`config.mk`:
```
export PLATFORM = sky130hd
export DESIGN_NAME = resize_top
export DESIGN_NICKNAME = d
export VERILOG_FILES = /design/src/verilog/resize_pkg.sv /design/src/verilog/patch_if.sv /design/src/verilog/weighted_if.sv /design/src/verilog/bilinear_summer.sv /design/src/verilog/bilinear_weighter.sv /design/src/verilog/patch_phase_tracker.sv /design/src/verilog/resize_top.sv
export SDC_FILE = /design/constraint.sdc
export NUM_CORES = 1
export LEC_CHECK = 0
export ABC_AREA = 0
export CAP_MARGIN = 5
export CORE_ASPECT_RATIO = 1.2
export CORE_MARGIN = 5
export CORE_UTILIZATION = 45
export CTS_BUF_LIST = sky130_fd_sc_hd__clkbuf_4 sky130_fd_sc_hd__clkbuf_8
export CTS_CLUSTER_DIAMETER = 200
export DETAILED_ROUTE_END_ITERATION = 12
export DONT_BUFFER_PORTS = 1
export HOLD_SLACK_MARGIN = 0.02
export PLACE_DENSITY = 0.63
export SLEW_MARGIN = 20
export SYNTH_ARGS = -nofsm -noshare
export SYNTH_HDL_FRONTEND = slang
export SYNTH_SLANG_ARGS = --single-unit
```
`constraint.sdc`:
```
create_clock -name i_clk -period 4.6 [get_ports i_clk]
set_clock_uncertainty 0.15 [all_clocks]
set_input_delay 0.46 -clock i_clk [delete_from_list [all_inputs] [get_ports i_clk]]
set_output_delay 0.46 -clock i_clk [all_outputs]
set_load 0.01 [all_outputs]
```
`src/verilog/resize_pkg.sv`:
```
package resize_pkg;

    ////////////////////////////////////////////////////////////
    // pixel and phase widths
    ////////////////////////////////////////////////////////////

    localparam int PIX_W = 8;
    typedef logic [PIX_W-1:0] pixel_t;

    // one whole source step, phases count in quarters
    localparam int PHASE_MAX = 4;
    localparam int PHASE_W   = 3;

    // also used for the 4-x weights
    typedef logic [PHASE_W-1:0] phase_t;

    ////////////////////////////////////////////////////////////
    // datapath widths
    ////////////////////////////////////////////////////////////

    // pixel x weight, max 255*4
    typedef logic [10:0] prod1_t;
    // second weight applied, max 255*16
    typedef logic [11:0] prod2_t;
    // room for the two adder levels
    typedef logic [13:0] sum_t;

    // the four weights always add up to 16
    localparam int SUM_SHIFT = 4;

    ////////////////////////////////////////////////////////////
    // input patch word
    ////////////////////////////////////////////////////////////

    // 2x2 patch, q11 in the low byte
    typedef struct packed {
        pixel_t q22;
        pixel_t q12;
        pixel_t q21;
        pixel_t q11;
    } patch_pixels_t;

    // raw bus view or per-pixel view of the same word
    typedef union packed {
        logic [4*PIX_W-1:0] raw;
        patch_pixels_t      pix;
    } patch_word_u;

endpackage

```
`src/verilog/patch_if.sv`:
```
interface patch_if
    import resize_pkg::*;
();

    // one-cycle strobe, kept patches only
    logic        valid;

    // patch as registered from the input bus
    patch_word_u pixels;

    // horizontal phase and its complement
    phase_t      u;
    phase_t      u_inv;

    // vertical phase and its complement
    phase_t      v;
    phase_t      v_inv;

    // tracker side
    modport src (output valid, pixels, u, u_inv, v, v_inv);

    // weighter side
    modport dst (input valid, pixels, u, u_inv, v, v_inv);

endinterface

```
`src/verilog/weighted_if.sv`:
```
interface weighted_if
    import resize_pkg::*;
();

    // one-cycle strobe, same rule as patch_if
    logic   valid;

    // q11*(4-u)*(4-v) and q21*(4-u)*v
    prod2_t t11;
    prod2_t t21;

    // q12*u*(4-v) and q22*u*v
    prod2_t t12;
    prod2_t t22;

    // weighter side
    modport src (output valid, t11, t21, t12, t22);

    // summer side
    modport dst (input valid, t11, t21, t12, t22);

endinterface
```
`src/verilog/bilinear_summer.sv`:
```
module bilinear_summer
    import resize_pkg::*;
(
    input  logic     i_clk,
    input  logic     i_rst,
    weighted_if.dst  i_terms,
    output pixel_t   o_data,
    output logic     o_data_valid
);

    sum_t sum_top;
    sum_t sum_bot;
    sum_t sum_all;
    logic sum_valid;

    ////////////////////////////////////////////////////////////
    // adder level 1
    ////////////////////////////////////////////////////////////

    // q11/q21 terms and q12/q22 terms
    always_ff @(posedge i_clk) begin
        sum_top <= sum_t'(i_terms.t11) + sum_t'(i_terms.t21);
        sum_bot <= sum_t'(i_terms.t12) + sum_t'(i_terms.t22);
    end

    ////////////////////////////////////////////////////////////
    // adder level 2 and normalise
    ////////////////////////////////////////////////////////////

    assign sum_all = sum_top + sum_bot;

    // divide by 16, result never exceeds 255
    always_ff @(posedge i_clk) begin
        o_data <= sum_all[SUM_SHIFT +: PIX_W];
    end

    // strobe alignment
    always_ff @(posedge i_clk) begin
        if (i_rst) begin
            sum_valid    <= 1'b0;
            o_data_valid <= 1'b0;
        end else begin
            sum_valid    <= i_terms.valid;
            o_data_valid <= sum_valid;
        end
    end

endmodule

```
`src/verilog/bilinear_weighter.sv`:
```
module bilinear_weighter
    import resize_pkg::*;
(
    input  logic    i_clk,
    input  logic    i_rst,
    patch_if.dst    i_patch,
    weighted_if.src o_terms
);

    localparam int LANES = 4;

    // lanes in order q11, q21, q12, q22
    pixel_t     lane_pix [LANES];
    phase_t     lane_wh  [LANES];
    phase_t     lane_wv  [LANES];
    prod1_t     s1_prod  [LANES];
    prod1_t     s1_dly   [LANES];
    prod2_t     s2_prod  [LANES];
    phase_t     s1_v;
    phase_t     s1_v_inv;
    phase_t     s1d_v;
    phase_t     s1d_v_inv;
    logic [2:0] vld_sr;

    ////////////////////////////////////////////////////////////
    // lane operands
    ////////////////////////////////////////////////////////////

    always_comb begin
        lane_pix[0] = i_patch.pixels.pix.q11;
        lane_pix[1] = i_patch.pixels.pix.q21;
        lane_pix[2] = i_patch.pixels.pix.q12;
        lane_pix[3] = i_patch.pixels.pix.q22;
        // horizontal weight, q11/q21 take 4-u
        lane_wh[0]  = i_patch.u_inv;
        lane_wh[1]  = i_patch.u_inv;
        lane_wh[2]  = i_patch.u;
        lane_wh[3]  = i_patch.u;
        // vertical weight, q11/q12 take 4-v
        lane_wv[0]  = s1d_v_inv;
        lane_wv[1]  = s1d_v;
        lane_wv[2]  = s1d_v_inv;
        lane_wv[3]  = s1d_v;
    end

    ////////////////////////////////////////////////////////////
    // stage 1 then stage 2, two registers each
    ////////////////////////////////////////////////////////////

    always_ff @(posedge i_clk) begin
        for (int i = 0; i < LANES; i++) begin
            s1_prod[i] <= prod1_t'(lane_pix[i]) * prod1_t'(lane_wh[i]);
            s1_dly[i]  <= s1_prod[i];
            s2_prod[i] <= prod2_t'(s1_dly[i]) * prod2_t'(lane_wv[i]);
        end
        // v rides along with the stage-1 products
        s1_v      <= i_patch.v;
        s1_v_inv  <= i_patch.v_inv;
        s1d_v     <= s1_v;
        s1d_v_inv <= s1_v_inv;
        // second stage-2 register is the interface itself
        o_terms.t11 <= s2_prod[0];
        o_terms.t21 <= s2_prod[1];
        o_terms.t12 <= s2_prod[2];
        o_terms.t22 <= s2_prod[3];
    end

    // strobe follows the data through all four registers
    always_ff @(posedge i_clk) begin
        if (i_rst) begin
            vld_sr        <= '0;
            o_terms.valid <= 1'b0;
        end else begin
            vld_sr        <= {vld_sr[1:0], i_patch.valid};
            o_terms.valid <= vld_sr[2];
        end
    end

endmodule

```
`src/verilog/patch_phase_tracker.sv`:
```
module patch_phase_tracker
    import resize_pkg::*;
#(
    parameter int SRC_PATCH_W = 640
) (
    input  logic        i_clk,
    input  logic        i_rst,
    input  logic [31:0] i_data,
    input  logic        i_data_valid,
    patch_if.src        o_patch
);

    localparam int COL_W = $clog2(SRC_PATCH_W + 1);
    localparam logic [COL_W-1:0] COL_LAST = COL_W'(SRC_PATCH_W - 1);
    localparam phase_t PH_LAST = phase_t'(PHASE_MAX);

    patch_word_u      in_word;
    logic             in_valid;
    logic [COL_W-1:0] col_cnt;
    phase_t           u_cnt;
    phase_t           v_cnt;
    logic             line_end;
    logic             keep;

    ////////////////////////////////////////////////////////////
    // input register
    ////////////////////////////////////////////////////////////

    always_ff @(posedge i_clk) begin
        if (i_rst) begin
            in_valid <= 1'b0;
        end else begin
            in_valid <= i_data_valid;
        end
    end

    // payload, no reset
    always_ff @(posedge i_clk) begin
        in_word.raw <= i_data;
    end

    ////////////////////////////////////////////////////////////
    // column / line phase counting
    ////////////////////////////////////////////////////////////

    // last patch of the source line
    assign line_end = (col_cnt == COL_LAST);

    // u=4 or v=4 falls on the next source pixel, drop it
    assign keep = in_valid && (u_cnt != PH_LAST) && (v_cnt != PH_LAST);

    always_ff @(posedge i_clk) begin
        if (i_rst) begin
            col_cnt <= '0;
            u_cnt   <= '0;
            v_cnt   <= '0;
        end else if (in_valid) begin
            if (line_end) begin
                // new line, u restarts even if width is not a multiple of 5
                col_cnt <= '0;
                u_cnt   <= '0;
                v_cnt   <= (v_cnt == PH_LAST) ? phase_t'(0) : v_cnt + phase_t'(1);
            end else begin
                col_cnt <= col_cnt + COL_W'(1);
                u_cnt   <= (u_cnt == PH_LAST) ? phase_t'(0) : u_cnt + phase_t'(1);
            end
        end
    end

    ////////////////////////////////////////////////////////////
    // decision register
    ////////////////////////////////////////////////////////////

    always_ff @(posedge i_clk) begin
        if (i_rst) begin
            o_patch.valid <= 1'b0;
        end else begin
            o_patch.valid <= keep;
        end
    end

    // phases of the current patch, not the updated counters
    always_ff @(posedge i_clk) begin
        if (in_valid) begin
            o_patch.pixels <= in_word;
            o_patch.u      <= u_cnt;
            o_patch.u_inv  <= PH_LAST - u_cnt;
            o_patch.v      <= v_cnt;
            o_patch.v_inv  <= PH_LAST - v_cnt;
        end
    end

endmodule

```
`src/verilog/resize_top.sv`:
```
module resize_top
    import resize_pkg::*;
#(
    // patches per source line
    parameter int SRC_PATCH_W = 640
) (
    input  logic        i_clk,
    input  logic        i_rst,
    input  logic [31:0] i_data,
    input  logic        i_data_valid,
    output pixel_t      o_data,
    output logic        o_data_valid
);

    ////////////////////////////////////////////////////////////
    // stage links
    ////////////////////////////////////////////////////////////

    patch_if    patch_bus ();
    weighted_if term_bus ();

    ////////////////////////////////////////////////////////////
    // pipeline, 2 + 4 + 2 cycles
    ////////////////////////////////////////////////////////////

    // phase tracking and 5-to-4 decimation
    patch_phase_tracker #(
        .SRC_PATCH_W (SRC_PATCH_W)
    ) u_tracker (
        .i_clk        (i_clk),
        .i_rst        (i_rst),
        .i_data       (i_data),
        .i_data_valid (i_data_valid),
        .o_patch      (patch_bus.src)
    );

    // horizontal then vertical weights
    bilinear_weighter u_weighter (
        .i_clk   (i_clk),
        .i_rst   (i_rst),
        .i_patch (patch_bus.dst),
        .o_terms (term_bus.src)
    );

    // adder tree and output register
    bilinear_summer u_summer (
        .i_clk        (i_clk),
        .i_rst        (i_rst),
        .i_terms      (term_bus.dst),
        .o_data       (o_data),
        .o_data_valid (o_data_valid)
    );

endmodule

```
# Word-level counts from Yosys, hierarchy flattened
# Memory sizes are Yosys's and may differ from the RTL's. A register that Yosys moved wholly into a read port is not among the register bits.
# Cells that the tools add are included.
# totals
regBits	144
latchBits	0
mem_bits_rw	136
rom_bits	0
inputBits	35
output_inout_bits	9
elab_cells	53
n_memories	3
# memory_table
memory	words	word_bits	read_ports	rd_clocked_by_memory_dff	wr	line_no	source
u_weighter.s2_prod	4	12	4	4	4	bilinear_weighter.sv:18	prod2_t s2_prod [LANES];
u_weighter.s1_dly	4	11	4	0	4	bilinear_weighter.sv:17	prod1_t s1_dly [LANES];
u_weighter.s1_prod	4	11	4	0	4	bilinear_weighter.sv:16	prod1_t s1_prod [LANES];
# op_classes
add_sub_neg	8
n_mul	8
n_div	0
order_cmp	0
eq_ne	5
shift	0
mux	4
n_bitwise	0
reduce_logical	3
# ops
operator	count
multiplier 11 x 3 -> 12 bit	4
multiplier 8 x 3 -> 11 bit	4
adder 12 bit	3
adder 10 x 1 -> 10 bit, second input constant	1
== test 10 bit, second input constant	1
two-way mux 10 bit	1
two-way mux 3 bit	3
adder 3 x 1 -> 3 bit, second input constant	2
== test 3 bit, second input constant	2
inequality test 3 bit, second input constant	2
subtractor 3 bit, first input constant	2
logical AND 1 bit	2
AND reduction 2 bit	1

# Logic depth before layout (Yosys ltp)
# logic_depth
ltp_word	3
depth_mapped	14
ltp_nobuf	12

# Modules after synthesis
# From an unflattened synthesis, not the netlist that was laid out.
# hier_totals
hier_cells	1367
hier_area_um2	14485.1
# by_module_without_submodules
mod	instances	cells_each	area_per_inst_um2	seq_area_each_um2
bilinear_weighter	1	973	9536.6	4003.8
patch_phase_tracker	1	181	2865.2	2262.2
bilinear_summer	1	213	2083.2	680.7

# Worst setup path after synthesis
# OpenSTA, ideal clock, no wires.
# synth_path
kind	reg2reg
from	register u_weighter.s1d_v_inv[2]
to	memory u_weighter.s2_prod[0][8] in the netlist's numbering
setup_time_ns	0.118
arrival_ns	2.831
required_ns	4.332
setup_slack_ns	1.501
path_stages_with_launch	15
n_path_buf	2
synth_period_minus_slack_ns	3.099
path_cell_list	dfxtp_1 -> clkbuf_1 -> buf_1 -> nand2_1 -> fa_1 -> inv_1 -> ha_1 -> inv_1 -> fa_1 -> nor2b_1 -> o21ai_0 -> a21boi_0 -> o21ai_0 -> nor2b_1 -> xnor2_1
# synth_rtl
item	line_no	source
start, declared	bilinear_weighter.sv:22	phase_t s1d_v_inv;
start signal, assigned	bilinear_weighter.sv:60	s1d_v_inv <= s1_v_inv;
end, declared	bilinear_weighter.sv:18	

==> flow_metrics.env <==
export IMPL_finalSetupTns_ns=0
export IMPL_final_util_pct=52.04
export IMPL_layout_commonest_cell="dfxtp_1"
export IMPL_yosys_area_share_simple_pct=12.81
export IMPL_crit_path_max_fanout=27
export IMPL_share_comb_of_total_power_pct=28.6
export IMPL_synth_mux_area_share_pct=0
export IMPL_clock_sinks=324
export IMPL_coreArea_um2=30650
export IMPL_drv_slew=0
export IMPL_ys_flop_type="dfxtp_1"
export IMPL_grt_first_pass_wirelength_um=36160
export IMPL_port_buffers=0
export IMPL_drive_above_1_share_pct=7.519
export IMPL_grt_start_max_net_pins=55
export IMPL_antenna_found_initial=0
export IMPL_die_area_um2=34840
export IMPL_die_x_um=171.2
export IMPL_synth_distinct_cells=55
export IMPL_cts_max_level=2
export IMPL_cp_required_ns=4.94
export IMPL_synth_compound_area_share_pct=6.873
export IMPL_synth_cells=1318
export IMPL_fmax_ghz=0.2900
export IMPL_grt_overflow=0
export IMPL_nets=1606
export IMPL_drv_cap=0
export IMPL_clock_root_buffer="clkbuf_8"
export IMPL_async_flop_share_pct=0
export IMPL_start_util_pct=45.79
export IMPL_p_int_mw=6.365
export IMPL_die_h_um=203.5
export IMPL_ys_seq_area_share_pct=49.21
export IMPL_layout_common_cells="dfxtp_1, nand2_1, inv_1, ha_1, fa_1"
export IMPL_clkPwrFrac_pct=28.7
export IMPL_netlist_area_um2=14040
export IMPL_vias=8182
export IMPL_gp_congestion=0.7817
export IMPL_holdWs_ns=0.1700
export IMPL_first_iter_violations=257
export IMPL_cp_arrival_ns=3.79
export IMPL_status="finished clean"
export IMPL_io_pins=44
export IMPL_min_period_ns=3.448
export IMPL_synthXorXnorAreaFrac_pct=6.053
export IMPL_synth_fa_ha_area_share_pct=20.59
export IMPL_swShare_pct=29.76
export IMPL_power_density_nw_per_um2=568.1
export IMPL_post_cts_repair_setup_buffers=0
export IMPL_slew_headroom_pct=38.03
export IMPL_syn_to_final_growth_pct=13.66
export IMPL_synth_edf_count=42
export IMPL_rows=70
export IMPL_remaining_drc_errors=0
export IMPL_grt_usage_pct=12.25
export IMPL_finalHoldViolations=0
export IMPL_post_cts_resize_count=0
export IMPL_power_switching_mw=2.697
export IMPL_clk_pin_slew_worst_paths_ns=0.07
export IMPL_hp_class="flip-flop to flip-flop"
export IMPL_first_global_vias=8262
export IMPL_cts_made_buffers=49
export IMPL_end_kind="flip-flop"
export IMPL_hold_buffers=34
export IMPL_ant_nets=0
export IMPL_n_antenna_cell=0
export IMPL_synth_top_family_by_area="adder cells"
export IMPL_mappedNetlistNets=1542
export IMPL_worstMarginPinSlew_ns=0.9296
export IMPL_rsz0062_at_grt="no"
export IMPL_cts_tree="built"
export IMPL_syn_area_per_cell_um2=10.65
export IMPL_clockBufferDepth=3
export IMPL_drt_vias_per_instance=4.498
export IMPL_insertion_delay_ns=0.57
export IMPL_critical_path_class="flip-flop to flip-flop"
export IMPL_critPathLaunchType="flip-flop"
export IMPL_wire_per_inst_um=11.19
export IMPL_seq_power_share_pct=42.6
export IMPL_ys_warnings_count=0
export IMPL_fin_crit_sh_pct=74.95
export IMPL_hpwl_um=15150
export IMPL_routed_wl_um=20350
export IMPL_ys_ff_latch=324
export IMPL_ir_drop_mv=0.4373
export IMPL_setup_viol=0
export IMPL_p_leak_nw=7.339
export IMPL_dr_pass1_iters=4
-- cells by family after synthesis --
logic type / count (synthesis)
simple gates: 390
flops: 324
fa+ha+maj: 189
buf+inv: 167
compound gates: 151
xor+xnor: 97
-- worst max-delay path, stage by stage (launching register included) --
cell and delay (ns):
dfxtp_1 0.69, buf_4 0.37, nand2_1 0.11, fa_1 0.54, inv_1 0.06, ha_1 0.29, a21oi_1 0.17, o211ai_1 0.12
a2111oi_1 0.44, o21bai_1 0.13, a21oi_1 0.18, xnor2_1 0.13
-- through the flow --
stage                     setup WS, ns  area [um^2]  total power, mW  std cells
after floorplan                  1.501        14040            5.997       1318
after global placement           1.254        14460            6.462       1693
after detailed placement         1.148        14460            6.532       1693
after CTS                        1.105        15950            9.212       1819
after global routing            0.7579        15950            9.808       1819
final                            1.152        15950            9.062       1819
-- power by group through the flow --
stage | Sequential, mW | Clock, mW | Combinational (mW)
after floorplan | 3.82 | 0 | 2.18
after global routing | 3.94 | 2.85 | 3.02
after CTS | 3.88 | 2.70 | 2.63
final | 3.86 | 2.60 | 2.59
after global placement | 3.94 | 0 | 2.52
after detailed placement | 3.95 | 0 | 2.59
-- path summary, 6_finish.rpt --
path / to / slack (ns) / cells after the start / startpoint
setup / recovery: u_weighter.s2_prod[0][11] / 1.15 / 11 / u_weighter.s1d_v_inv[0]
hold / removal: u_weighter.s1_dly[0][3] / 0.17 / 0 / u_weighter.s1_prod[0][3]
setup reg to reg: u_weighter.s2_prod[0][11] / 1.15 / 11 / u_weighter.s1d_v_inv[0]
hold reg to reg: u_weighter.s1_dly[0][3] / 0.17 / 0 / u_weighter.s1_prod[0][3]
-- synthesized netlist by cell type, types with 2 or more instances --
cell      instances  share of area (%)
dfxtp_1         282                 40
nand2_1         203                5.4
inv_1           144                3.9
ha_1            119                 11
fa_1             70                 10
xnor2_1          68                4.2
nor2_1           52                1.4
a21oi_1          50                1.8
and2_1           50                2.2
edfxtp_1         42                9.0
o21ai_0          35                1.2
xor2_1           29                1.8
a21o_1           21                1.1
clkbuf_1         21               0.56
nor2b_1          19               0.85
nand2b_1         17               0.76
nor3_1           15               0.53
nand3_1           8               0.29
nand4_1           8               0.36
o21bai_1          8               0.43
and3_1            4               0.18
o21a_1            4               0.21
o41ai_1           4               0.25
a21boi_0          3               0.16
a311oi_1          3               0.19
a31o_2            3               0.19
nor4_1            3               0.13
a21bo_2           2               0.14
buf_1             2              0.054
nor3b_1           2               0.11
o211ai_1          2               0.11
o22ai_1           2              0.089
-- layer usage --
layer | GRT usage [%] | part of all wire [%] | up-vias
li1 | - | - | 4395
met1 | 15.00 | 46 | 3632
met2 | 20.68 | 47 | 112
met3 | 2.947 | 3.9 | 43
met4 | 5.010 | 3.1 | 0
met5 | 0 | 0 | -
-- layout make-up --
cell class              instances  area (um^2)
fillers                      2750        14700
flip-flops and latches        324         6908
multi-input cells             827         6502
clock buffers                  74        937.1
inverters                     144        540.5
well taps                     396        495.5
repair buffers                 36        355.3
clock inverters                18        214.0
-- registers in the layout (all words and copies together), names as in the netlist, 3 cells and up --
signal                    cells
u_tracker.col_cnt            10
u_tracker.v_cnt               3
u_weighter.s1d_v_inv          3
u_tracker.o_patch.pixels     32
u_tracker.u_cnt               3
u_weighter.s1_prod           44
u_summer.sum_bot             12
u_summer.sum_top             12
term_bus.t11                 12
u_summer.o_data               8
u_tracker.in_word            32
u_weighter.o_terms.t22       12
u_tracker.o_patch.v_inv       3
u_weighter.vld_sr             3
u_weighter.s1_v_inv           3
u_weighter.o_terms.t21       12
u_weighter.s2_prod           48
u_weighter.o_terms.t12       12
u_tracker.o_patch.u_inv       3
u_weighter.s1_dly            44
Note: power is estimated with default switching activity, not from simulation.
